--- src/common/pipe_cfg.svh ---
`ifndef PIPE_CFG_SVH
`define PIPE_CFG_SVH

// Datapath and pc width
`define PIPE_XLEN 32

// Architectural register count
// Entry 0 is the hard-wired zero register
`define PIPE_NREGS 32

// Immediate field width in I-type encodings
`define PIPE_IMM_W 16

`endif

--- src/common/pipe_pkg.sv ---
`default_nettype none

`include "pipe_cfg.svh"

package pipe_pkg;

	// Register address width follows the register count
	localparam int REG_AW = $clog2(`PIPE_NREGS);

	// ALU operations
	// SLT and SLTU share the compare path
	// alu_sign picks the flavour
	typedef enum logic [3:0] {
		ALU_ADD  = 4'd0,
		ALU_SUB  = 4'd1,
		ALU_AND  = 4'd2,
		ALU_OR   = 4'd3,
		ALU_XOR  = 4'd4,
		ALU_SLT  = 4'd5,
		ALU_SLTU = 4'd6,
		ALU_LUI  = 4'd7
	} alu_op_e;

	////////////////////////////////////////////////////////////////////
	// Stage payloads
	////////////////////////////////////////////////////////////////////

	// Decode to execute
	typedef struct packed {
		alu_op_e                aluop;
		logic [`PIPE_XLEN-1:0]  rega;
		logic [`PIPE_XLEN-1:0]  regb;
		logic [`PIPE_IMM_W-1:0] imme;
		logic [`PIPE_XLEN-1:0]  pc;
		// Sign-extend the immediate
		logic                   sign;
		// B operand comes from the immediate
		logic                   srcb;
		// Signed comparison for set-less-than
		logic                   alu_sign;
		logic [REG_AW-1:0]      wb_dreg;
		// Low for bubbles
		logic                   wb_we;
	} id_exe_t;

	// Execute to writeback
	typedef struct packed {
		logic [`PIPE_XLEN-1:0] pc;
		logic [`PIPE_XLEN-1:0] result;
		logic [REG_AW-1:0]     wb_dreg;
		logic                  wb_we;
	} exe_wb_t;

endpackage

`default_nettype wire

--- src/pipe_reg.sv ---
`timescale 1ns/1ns
`default_nettype none

module pipe_reg #(
	parameter type payload_t = logic
) (
	input  wire logic     clk,
	input  wire logic     rst,
	input  wire logic     en,
	input  wire payload_t d,
	output payload_t      q
);

	// Holds while stalled and clears to a bubble on reset
	always_ff @(posedge clk) begin
		if (rst) begin
			q <= '0;
		end else if (en) begin
			q <= d;
		end
	end

endmodule

`default_nettype wire

--- src/decode/reg_file.sv ---
`timescale 1ns/1ns
`default_nettype none

`include "pipe_cfg.svh"

module reg_file (
	input  wire logic                        clk,
	input  wire logic                        rst,
	input  wire logic                        we,
	input  wire logic [pipe_pkg::REG_AW-1:0] waddr,
	input  wire logic [`PIPE_XLEN-1:0]       wdata,
	input  wire logic [pipe_pkg::REG_AW-1:0] ra_addr,
	input  wire logic [pipe_pkg::REG_AW-1:0] rb_addr,
	output logic      [`PIPE_XLEN-1:0]       ra_data,
	output logic      [`PIPE_XLEN-1:0]       rb_data
);

	logic [`PIPE_XLEN-1:0] regs [`PIPE_NREGS];

	// Synchronous write
	// Register 0 is never stored and keeps its reset value of zero
	always_ff @(posedge clk) begin
		if (rst) begin
			for (int i = 0; i < `PIPE_NREGS; i++) begin
				regs[i] <= '0;
			end
		end else if (we && waddr != '0) begin
			regs[waddr] <= wdata;
		end
	end

	// Asynchronous reads
	assign ra_data = regs[ra_addr];
	assign rb_data = regs[rb_addr];

endmodule

`default_nettype wire

--- src/decode/id_decoder.sv ---
`timescale 1ns/1ns
`default_nettype none

`include "pipe_cfg.svh"

module id_decoder (
	input  wire logic                          instr_valid,
	input  wire logic [`PIPE_XLEN-1:0]         instr,
	input  wire logic [`PIPE_XLEN-1:0]         pc,
	input  wire logic [`PIPE_XLEN-1:0]         ra_data,
	input  wire logic [`PIPE_XLEN-1:0]         rb_data,
	input  wire pipe_pkg::exe_wb_t             exe_fwd,
	input  wire pipe_pkg::exe_wb_t             wb_fwd,
	output logic      [pipe_pkg::REG_AW-1:0]   ra_addr,
	output logic      [pipe_pkg::REG_AW-1:0]   rb_addr,
	output pipe_pkg::id_exe_t                  id_out
);

	logic [5:0]                  opcode;
	logic [5:0]                  funct;
	logic [pipe_pkg::REG_AW-1:0] rs;
	logic [pipe_pkg::REG_AW-1:0] rt;
	logic [pipe_pkg::REG_AW-1:0] rd;
	pipe_pkg::alu_op_e           aluop;
	logic                        srcb;
	logic                        sign;
	logic                        alu_sign;
	logic                        r_type;
	logic                        legal;

	// Youngest producer wins
	// Register 0 is always zero
	function automatic logic [`PIPE_XLEN-1:0] fwd_operand(
		input logic [pipe_pkg::REG_AW-1:0] src,
		input logic [`PIPE_XLEN-1:0]       rf_data,
		input pipe_pkg::exe_wb_t           exe,
		input pipe_pkg::exe_wb_t           wb
	);
		logic [`PIPE_XLEN-1:0] val;
		if (src == '0)
			val = '0;
		else if (exe.wb_we && exe.wb_dreg == src)
			val = exe.result;
		else if (wb.wb_we && wb.wb_dreg == src)
			val = wb.result;
		else
			val = rf_data;
		return val;
	endfunction

	assign opcode  = instr[31:26];
	assign rs      = instr[25:21];
	assign rt      = instr[20:16];
	assign rd      = instr[15:11];
	assign funct   = instr[5:0];
	assign ra_addr = rs;
	assign rb_addr = rt;

	////////////////////////////////////////////////////////////////////
	// Control decode
	////////////////////////////////////////////////////////////////////

	always_comb begin
		aluop    = pipe_pkg::ALU_ADD;
		srcb     = 1'b0;
		sign     = 1'b0;
		alu_sign = 1'b0;
		r_type   = 1'b0;
		legal    = 1'b1;
		case (opcode)
			// SPECIAL group with the operation in funct
			6'h00: begin
				r_type = 1'b1;
				case (funct)
					6'h21: aluop = pipe_pkg::ALU_ADD;
					6'h23: aluop = pipe_pkg::ALU_SUB;
					6'h24: aluop = pipe_pkg::ALU_AND;
					6'h25: aluop = pipe_pkg::ALU_OR;
					6'h26: aluop = pipe_pkg::ALU_XOR;
					6'h2a: begin
						aluop    = pipe_pkg::ALU_SLT;
						alu_sign = 1'b1;
					end
					6'h2b: aluop = pipe_pkg::ALU_SLTU;
					default: legal = 1'b0;
				endcase
			end
			// addiu
			6'h09: begin
				srcb = 1'b1;
				sign = 1'b1;
			end
			// slti
			6'h0a: begin
				aluop    = pipe_pkg::ALU_SLT;
				srcb     = 1'b1;
				sign     = 1'b1;
				alu_sign = 1'b1;
			end
			// sltiu sign-extends but compares unsigned
			6'h0b: begin
				aluop = pipe_pkg::ALU_SLTU;
				srcb  = 1'b1;
				sign  = 1'b1;
			end
			// Logic immediates are zero-extended
			6'h0c: begin
				aluop = pipe_pkg::ALU_AND;
				srcb  = 1'b1;
			end
			6'h0d: begin
				aluop = pipe_pkg::ALU_OR;
				srcb  = 1'b1;
			end
			6'h0e: begin
				aluop = pipe_pkg::ALU_XOR;
				srcb  = 1'b1;
			end
			6'h0f: begin
				aluop = pipe_pkg::ALU_LUI;
				srcb  = 1'b1;
			end
			default: legal = 1'b0;
		endcase
	end

	////////////////////////////////////////////////////////////////////
	// Payload assembly
	////////////////////////////////////////////////////////////////////

	always_comb begin
		id_out          = '0;
		id_out.aluop    = aluop;
		id_out.rega     = fwd_operand(rs, ra_data, exe_fwd, wb_fwd);
		id_out.regb     = fwd_operand(rt, rb_data, exe_fwd, wb_fwd);
		id_out.imme     = instr[`PIPE_IMM_W-1:0];
		id_out.pc       = pc;
		id_out.sign     = sign;
		id_out.srcb     = srcb;
		id_out.alu_sign = alu_sign;
		id_out.wb_dreg  = r_type ? rd : rt;
		// Unsupported encodings travel as bubbles
		id_out.wb_we    = instr_valid & legal;
	end

endmodule

`default_nettype wire

--- src/exe_alu.sv ---
`timescale 1ns/1ns
`default_nettype none

`include "pipe_cfg.svh"

module exe_alu (
	input  wire pipe_pkg::id_exe_t id_in,
	output pipe_pkg::exe_wb_t      exe_out
);

	localparam int EXT_W = `PIPE_XLEN - `PIPE_IMM_W;

	logic [`PIPE_XLEN-1:0] imm_ext;
	logic [`PIPE_XLEN-1:0] op_b;
	logic [`PIPE_XLEN-1:0] result;
	logic                  less;

	// Immediate extension and B select
	assign imm_ext = id_in.sign ? {{EXT_W{id_in.imme[`PIPE_IMM_W-1]}}, id_in.imme}
	                            : {{EXT_W{1'b0}}, id_in.imme};
	assign op_b    = id_in.srcb ? imm_ext : id_in.regb;

	// One comparator for both set-less-than flavours
	assign less = id_in.alu_sign ? ($signed(id_in.rega) < $signed(op_b))
	                             : (id_in.rega < op_b);

	always_comb begin
		case (id_in.aluop)
			pipe_pkg::ALU_ADD:  result = id_in.rega + op_b;
			pipe_pkg::ALU_SUB:  result = id_in.rega - op_b;
			pipe_pkg::ALU_AND:  result = id_in.rega & op_b;
			pipe_pkg::ALU_OR:   result = id_in.rega | op_b;
			pipe_pkg::ALU_XOR:  result = id_in.rega ^ op_b;
			pipe_pkg::ALU_SLT,
			pipe_pkg::ALU_SLTU: result = {{(`PIPE_XLEN-1){1'b0}}, less};
			// Immediate into the upper half
			pipe_pkg::ALU_LUI:  result = {id_in.imme, {EXT_W{1'b0}}};
			default:            result = '0;
		endcase
	end

	assign exe_out = '{
		pc:      id_in.pc,
		result:  result,
		wb_dreg: id_in.wb_dreg,
		wb_we:   id_in.wb_we
	};

endmodule

`default_nettype wire

--- src/core_slice.sv ---
`timescale 1ns/1ns
`default_nettype none

`include "pipe_cfg.svh"

module core_slice (
	input  wire logic                        clk,
	input  wire logic                        rst,
	input  wire logic                        en,
	input  wire logic                        instr_valid,
	input  wire logic [`PIPE_XLEN-1:0]       instr,
	input  wire logic [`PIPE_XLEN-1:0]       pc,
	output logic                             wb_valid,
	output logic      [`PIPE_XLEN-1:0]       wb_pc,
	output logic      [pipe_pkg::REG_AW-1:0] wb_dreg,
	output logic      [`PIPE_XLEN-1:0]       wb_data
);

	logic [pipe_pkg::REG_AW-1:0] ra_addr;
	logic [pipe_pkg::REG_AW-1:0] rb_addr;
	logic [`PIPE_XLEN-1:0]       ra_data;
	logic [`PIPE_XLEN-1:0]       rb_data;
	pipe_pkg::id_exe_t           id_out;
	pipe_pkg::id_exe_t           id_q;
	// ALU output doubles as the execute-stage forward source
	pipe_pkg::exe_wb_t           exe_fwd;
	// EXE/WB register doubles as the writeback forward source
	pipe_pkg::exe_wb_t           wb_fwd;

	//////////////////////////////////////////////////////////////////////
	// Decode and register read
	//////////////////////////////////////////////////////////////////////

	id_decoder u_id_decoder (
		.instr_valid (instr_valid),
		.instr       (instr),
		.pc          (pc),
		.ra_data     (ra_data),
		.rb_data     (rb_data),
		.exe_fwd     (exe_fwd),
		.wb_fwd      (wb_fwd),
		.ra_addr     (ra_addr),
		.rb_addr     (rb_addr),
		.id_out      (id_out)
	);

	// Write port fires with the writeback report
	reg_file u_reg_file (
		.clk     (clk),
		.rst     (rst),
		.we      (wb_valid),
		.waddr   (wb_fwd.wb_dreg),
		.wdata   (wb_fwd.result),
		.ra_addr (ra_addr),
		.rb_addr (rb_addr),
		.ra_data (ra_data),
		.rb_data (rb_data)
	);

	//////////////////////////////////////////////////////////////////////
	// Execute and writeback
	//////////////////////////////////////////////////////////////////////

	pipe_reg #(.payload_t(pipe_pkg::id_exe_t)) u_id_exe (
		.clk (clk),
		.rst (rst),
		.en  (en),
		.d   (id_out),
		.q   (id_q)
	);

	exe_alu u_exe_alu (
		.id_in   (id_q),
		.exe_out (exe_fwd)
	);

	pipe_reg #(.payload_t(pipe_pkg::exe_wb_t)) u_exe_wb (
		.clk (clk),
		.rst (rst),
		.en  (en),
		.d   (exe_fwd),
		.q   (wb_fwd)
	);

	// Qualified by en so a stalled instruction reports once
	assign wb_valid = wb_fwd.wb_we & en;
	assign wb_pc    = wb_fwd.pc;
	assign wb_dreg  = wb_fwd.wb_dreg;
	assign wb_data  = wb_fwd.result;

endmodule

`default_nettype wire

--- config.mk ---
export PLATFORM = sky130hd
export DESIGN_NAME = core_slice
export DESIGN_NICKNAME = d
export VERILOG_FILES = /design/src/common/pipe_pkg.sv /design/src/pipe_reg.sv /design/src/decode/reg_file.sv /design/src/decode/id_decoder.sv /design/src/exe_alu.sv /design/src/core_slice.sv
export VERILOG_INCLUDE_DIRS = /design/src /design/src/common
export SDC_FILE = /design/constraint.sdc
export NUM_CORES = 2
export LEC_CHECK = 0
export BUFFER_PORTS_ARGS = -buffer_cell sky130_fd_sc_hd__buf_2
export CAP_MARGIN = 20
export CORE_ASPECT_RATIO = 1.5
export CORE_MARGIN = 3
export CORE_UTILIZATION = 57
export CTS_BUF_LIST = sky130_fd_sc_hd__clkbuf_2
export DETAILED_ROUTE_END_ITERATION = 7
export MAX_ROUTING_LAYER = met4
export PLACE_DENSITY = 0.84
export SKIP_LAST_GASP = 1
export SLEW_MARGIN = 20
export SYNTH_ARGS = -nofsm -noshare
export SYNTH_HDL_FRONTEND = slang
export SYNTH_SLANG_ARGS = --single-unit
--- constraint.sdc ---
create_clock -name clk -period 4.55 [get_ports clk]
set_input_delay 0.91 -clock clk [delete_from_list [all_inputs] [get_ports clk]]
set_output_delay 0.91 -clock clk [all_outputs]
set_load 0.005 [all_outputs]
# Yosys cells after proc, flatten, opt, wreduce, memory -nomap -nowiden
# Memory sizes are Yosys's and may differ from the RTL's.
# Cells that the tools add are included.
dict set report op_classes {
  addsub 2
  magnitude_cmp 2
  eq_ne 25
  mux 28
  n_bitwise 5
  reduce_logical 15
}
# cell count
set op_table {}
lappend op_table {{two-way mux 32 bit} 9}
lappend op_table {{case mux 32 bit (7 select lines)} 1}
lappend op_table {{less-than comparator 32 bit} 2}
lappend op_table {{equality test 6 x 4 -> 1 bit (second input constant)} 7}
lappend op_table {{equality test 6 bit (second input constant)} 7}
lappend op_table {{adder 32 bit} 1}
lappend op_table {{AND 32 bit} 1}
lappend op_table {{OR 32 bit} 1}
lappend op_table {{OR reduction 32 bit} 1}
lappend op_table {{subtractor 32 bit} 1}
lappend op_table {{bitwise XOR 32 bit} 1}
lappend op_table {{case mux 4 bit (7 select lines)} 1}
lappend op_table {{equality test 5 bit} 4}
lappend op_table {{case mux 3 bit (6 select lines)} 1}
lappend op_table {{equality test 4 x 3 -> 1 bit (second input constant)} 4}
lappend op_table {{OR reduction 7 bit} 2}
lappend op_table {{two-way mux 1 bit} 12}
lappend op_table {{logical NOT 5 bit} 2}
lappend op_table {{two-way mux 5 bit} 2}
lappend op_table {{equality test 4 x 2 -> 1 bit (second input constant)} 2}
lappend op_table {{logical NOT 6 bit} 1}
lappend op_table {{logical AND 1 bit} 5}
lappend op_table {{nonzero test 5 bit} 1}
lappend op_table {{equality test 4 x 1 -> 1 bit (second input constant)} 1}
lappend op_table {{other kinds (5)} 7}
dict set report word_totals {
  reg_bits 195
  ramBits 1024
  inputBits 68
  elab_cells 92
  n_memories 1
}
# name words width read_ports rd_clocked_by_memory_dff wr line
set memory_table {}
lappend memory_table {u_reg_file.regs 32 32 2 0 32 reg_file.sv:18} ;# logic [`PIPE_XLEN-1:0] regs [`PIPE_NREGS];

# Logic depth before layout (Yosys ltp)
dict set report depth {
  ltp_word 7
  depth_mapped 18
  ltp_nobuf 14
}

# Hierarchy
# A second synthesis with hierarchy kept.
dict set report unflattened {
  hier_cells 6589
  area_unflattened_um2 71456.0
}
# module instances cells_each area_per_inst_um2
set by_module_without_submodules {}
lappend by_module_without_submodules {reg_file 1 4605 55888.6}
lappend by_module_without_submodules {exe_alu 1 873 5641.7}
lappend by_module_without_submodules {{pipe_reg at u_id_exe} 1 403 4424.2}
lappend by_module_without_submodules {id_decoder 1 481 2982.9}
lappend by_module_without_submodules {{pipe_reg at u_exe_wb} 1 226 2512.4}
lappend by_module_without_submodules {core_slice 1 1 6.3}

# Least setup slack after synthesis
# Ideal clock, no wire load.
dict set report synth_path {
  kind {reg2reg}
  start {register u_id_exe.q[7] (netlist bit)}
  end {register u_id_exe.q[115] (netlist bit)}
  setup_time_ns 0.127
  t_arrival_ns 3.615
  setup_slack_ns 0.807
  stages_incl_launch_ff 16
  n_path_buf 2
  synth_period_minus_slack_ns 3.743
  path_cell_list {dfxtp_1 clkbuf_1 clkbuf_1 mux2i_1 inv_1 ha_1 fa_1 a21o_1 a221oi_4 o31ai_4 a41oi_2 o31ai_2 a311o_1 xnor2_1 a22oi_1 o21ai_0}
}
dict set report synth_between {
  elab_chain_cells 5
}
# element line
set synth_rtl {}
lappend synth_rtl {{start, declared} pipe_reg.sv:11} ;# output payload_t q
lappend synth_rtl {{start signal, assigned} pipe_reg.sv:17} ;# q <= '0;
lappend synth_rtl {{start signal, assigned} pipe_reg.sv:19} ;# q <= d;
lappend synth_rtl {{two-way mux 32 bit *} exe_alu.sv:21} ;# assign op_b = id_in.srcb ? imm_ext : id_in.regb;
lappend synth_rtl {{subtractor 32 bit, or another cell as far along} exe_alu.sv:30} ;# pipe_pkg::ALU_SUB: result = id_in.rega - op_b;
lappend synth_rtl {{case mux 32 bit (7 select lines) *} exe_alu.sv:28} ;# case (id_in.aluop)
lappend synth_rtl {{two-way mux 32 bit *} id_decoder.sv:42} ;# else if (exe.wb_we && exe.wb_dreg == src)
lappend synth_rtl {{two-way mux 32 bit *} id_decoder.sv:40} ;# if (src == '0)
# Mark *: on every way between the ends. The rest lies on a longest branch, timed or not.
# A chain may end at the register's enable or synchronous reset.

# Final worst setup path
dict set report layout_path {
  start {register u_id_exe.q[7] (netlist bit)}
  end {register u_id_exe.q[88] (netlist bit)}
}
# The elaborated chain is that of the path after synthesis.

==> results.toml <==
[power]
post-layout-total-power_w = 0.0239
share_clk_of_total_power = 0.286
max-vdd-ir-drop_v = 0.000202
p_sw_w = 0.00731
netSwitchingFraction = 0.305
comb_power_share = 0.175
p_int_w = 0.0166
cellPowerDensity_nw_per_um2 = 317
power_frac_seq = 0.539
p_leak_nw = 28.5

[die]
floorplan.die.height_um = 430
num_io_pins = 138
die_w_um = 289
fp-row-count = 155
core_um2 = 119000
initial_core_util = 0.574
die-area_um2 = 124000

[final_layout]
utilization = 0.634
fillerInstances = 8241
fin_nets = 5546
layout-drive-gt1-share = 0.283
flow.area_growth_from_synthesis_pct = 10.4
post-route-cell-area_um2 = 75400

[sta]
worst_slew_pin_slew_ps = 1230
finalSetupViolations = 0
fin_worst_skew_ps = 178
final-max-slew-violation-count = 0
post-route-min-period_ps = 4360
final.setup.tns_ps = 0
finalCritPeriodShare = 0.958
worst_case_headroom_to_the_max_slew_limit = 0.178
final_hold_viol_count = 0
grt_setup_unrepaired = "yes"
setup_slack_ps = 190
max_freq_mhz = 229

[synthesis]
synth_compound_gate_area_share = 0.0554
yosys_most_used_dff = "sky130_fd_sc_hd__edfxtp_1"
synthArstFlopShare = 0
combinational_family_with_the_most_area_after_synthesis = "multiplexers"
postSynthAreaPerCell_um2 = 13.5
seq_area_frac_synth = 0.507
synth_mux_area_frac = 0.238
synth_simple_gate_area_frac = 0.131
synth_edf_count = 1024
synth.top_cell.area_share = 0.450
synth_most_common_cell = "sky130_fd_sc_hd__edfxtp_1"
synth_cell_type_count = 86
synthCells = 5060
yosys-top-cells-area = "sky130_fd_sc_hd__edfxtp_1 (45%), sky130_fd_sc_hd__mux4_2 (21%), sky130_fd_sc_hd__and2_1 (8.9%)"
post_synthesis_xor_xnor_area_fraction = 0.00628
synth_largest_area_cell = "sky130_fd_sc_hd__edfxtp_1"
yosys.area_share.adder = 0.0196
postSynthRegisterBits = 1218
syn-cell-area_um2 = 68300
synth_common_cells = "sky130_fd_sc_hd__edfxtp_1 (1,024), sky130_fd_sc_hd__and2_1 (968), sky130_fd_sc_hd__mux4_2 (633)"
synth_warnings = 0

[clock_tree]
cts_tree = "built"
clock_sink_count = 1218
cts.path.max_buffers = 4
clkLatencyLatePin_ps = 1760
clockRootBuffer = "sky130_fd_sc_hd__clkbuf_2"
worst_setup_hold_path_clk_slew_ps = 110
cts-buffers-inserted = 288
h_tree_levels = 5

[routing]
num_vias = 50800
post_drt_wl_per_cell_um = 34.6
detail_route.first_pass.iterations = 8
drt_iter0_drc = 7576
drt-vias-per-instance = 7.08
antenna_violating_nets_post_route = 0
totalWireLength_um = 248000
drc = 2

[global_routing]
grtUsageTotal = 0.414
vias_in_the_first_global_route = 52300
antenna_found_initial = 26
grt_first_pass_wirelength_um = 353000
globalRouteOverflowTotal = 0
grt_max_degree = 117

[critical_path]
slowest_delay_ps = 570
critical_path_class = "flop to flop"
cp.arrival_ps = 5850
worstSetupEndpointType = "flop"
critPathMostFrequentCell = "sky130_fd_sc_hd__o21ai_0"
crit_path_cell_trace = "buf_12, and2_1, buf_4, nor2_1, inv_1, ha_1, buf_4, nor2b_1, o21ai_0, a21oi_1, o21ai_0, nand3_1, a21oi_1, xor2_1, a221oi_2, o21ai_0"
cp_top_family = "compound AO/OA/AOI/OAI gates"
cp.required_ps = 6040
critPathLaunchType = "flop"
critPathBufInv = 4
crit_slowest_cell = "sky130_fd_sc_hd__a21oi_1"
critical_path_peak_fanout = 28

[flow_run]
timing.max_cap.violations = 0

[place]
place.port_buffers = 137
placedInstanceArea_um2 = 71500
dpl_worst_slack_ps = 61.6
globalplace.congestion = 1.04
hpwl_um = 157000

[hold_path]
worst_hold_path_type = "input pin to flop"

[run_status]
violations_in_the_final_reports = "DRC"
outcome = "finished, violations left"
-- flip-flops by register name, indices dropped and copies added (netlist names) --
register / flops
u_exe_wb.q: 70
u_id_exe.q: 124
u_reg_file.regs: 1024
-- final timing paths --
path / from / end / slack (ps) / depth (start not counted)
worst max-delay path: u_id_exe.q[7] / u_id_exe.q[88] / 190 / 16
worst min-delay path: instr[29] / u_id_exe.q[3] / 120 / 4
worst max register to register: u_id_exe.q[7] / u_id_exe.q[88] / 190 / 16
worst min register to register: u_id_exe.q[20] / u_exe_wb.q[49] / 490 / 2
-- per-stage QoR --
stage,hold WS (ps),std cells
2_1_floorplan,432,5091
3_3_place_gp,466,6507
3_5_place_dp,478,6507
4_1_cts,16.1,7123
5_1_grt,74.4,7163
6_report,120,7167
-- power groups by stage --
stage / Combinational (W) / Sequential, W / Clock, W
2_1_floorplan: 0.00254 / 0.0129 / 0
3_3_place_gp: 0.00387 / 0.0130 / 0
3_5_place_dp: 0.00391 / 0.0131 / 0
4_1_cts: 0.00402 / 0.0129 / 0.00678
5_1_grt: 0.00431 / 0.0129 / 0.00733
6_report: 0.00419 / 0.0129 / 0.00685
-- kinds of logic after synthesis --
logic type                 count (synthesis)
and+or+nand+nor                         1618
DFF                                     1218
muxes                                    835
buffers and inverters                    667
AOI/OAI and AO/OA                        566
adders and majority gates                106
xor gates and xnor gates                  49
other                                      1
-- cells in the final DEF (no fill, tap or decap), types with 12 or more instances in the layout --
cell type,netlist,routed
sky130_fd_sc_hd__o22ai_1,18,18
sky130_fd_sc_hd__buf_4,80,226
sky130_fd_sc_hd__dlygate4sd3_1,0,144
sky130_fd_sc_hd__nand2b_1,12,12
sky130_fd_sc_hd__nor2_4,0,32
sky130_fd_sc_hd__xor2_1,23,23
sky130_fd_sc_hd__dfxtp_1,194,184
sky130_fd_sc_hd__a21oi_1,137,137
sky130_fd_sc_hd__buf_12,0,46
sky130_fd_sc_hd__nand2_1,125,125
sky130_fd_sc_hd__nor2_1,314,280
sky130_fd_sc_hd__buf_2,68,127
sky130_fd_sc_hd__nand3_1,25,25
sky130_fd_sc_hd__clkinv_2,0,13
sky130_fd_sc_hd__mux4_2,633,633
sky130_fd_sc_hd__inv_1,106,106
sky130_fd_sc_hd__clkinv_1,0,51
sky130_fd_sc_hd__ha_1,104,104
sky130_fd_sc_hd__mux2i_1,198,198
sky130_fd_sc_hd__a211oi_1,36,36
sky130_fd_sc_hd__nor3_1,63,61
sky130_fd_sc_hd__clkbuf_2,0,402
sky130_fd_sc_hd__o21ai_0,128,127
sky130_fd_sc_hd__nor4_1,12,12
sky130_fd_sc_hd__a22o_1,17,17
sky130_fd_sc_hd__xnor2_1,26,26
sky130_fd_sc_hd__diode_2,0,43
sky130_fd_sc_hd__and2_1,968,968
sky130_fd_sc_hd__or2_2,33,33
sky130_fd_sc_hd__conb_1,1,32
sky130_fd_sc_hd__o211ai_1,13,13
sky130_fd_sc_hd__nor2b_1,15,14
sky130_fd_sc_hd__a21o_1,16,16
sky130_fd_sc_hd__edfxtp_1,1024,1024
sky130_fd_sc_hd__a22oi_1,62,62
-- timing repair --
action / in CTS / in global routing
setup endpoints to repair: 0 / 6
endpoints found under the hold margin: 124 / 0
hold buffers: 144 / 0
buffers inserted: 0 / 0
gates resized for setup: 0 / 2
-- metal layers --
layer / wire [µm] / vias to the layer above / part of all wire / global-route usage
met5: 0 / - / 0 / -
li1: - / 19800 / - / -
met4: 29800 / 0 / 0.12 / 0.390
met2: 118000 / 4935 / 0.47 / 0.633
met3: 32900 / 1764 / 0.13 / 0.129
met1: 68000 / 24300 / 0.27 / 0.417
-- final cells by class --
type	count	area, µm²	share of cell area
clock inverter	70	305	0.00405
tap	1570	1960	0.0260
sequential	1218	34600	0.459
inverter	106	398	0.00527
clock buffer	402	2010	0.0267
multi-input combinational	3206	31200	0.413
timing repair buffer	552	4820	0.0639
antenna	43	108	0.00143
-- worst register-to-register path: cells and delay by family (launching register included) --
family,cells,cell delay [ps]
AOI/OAI and AO/OA,6,1830
xor gates and xnor gates,1,190
DFF,1,410
adders and majority gates,1,500
buffers and inverters,4,690
and+or+nand+nor,4,650
Power figures use the tool's default switching activity.
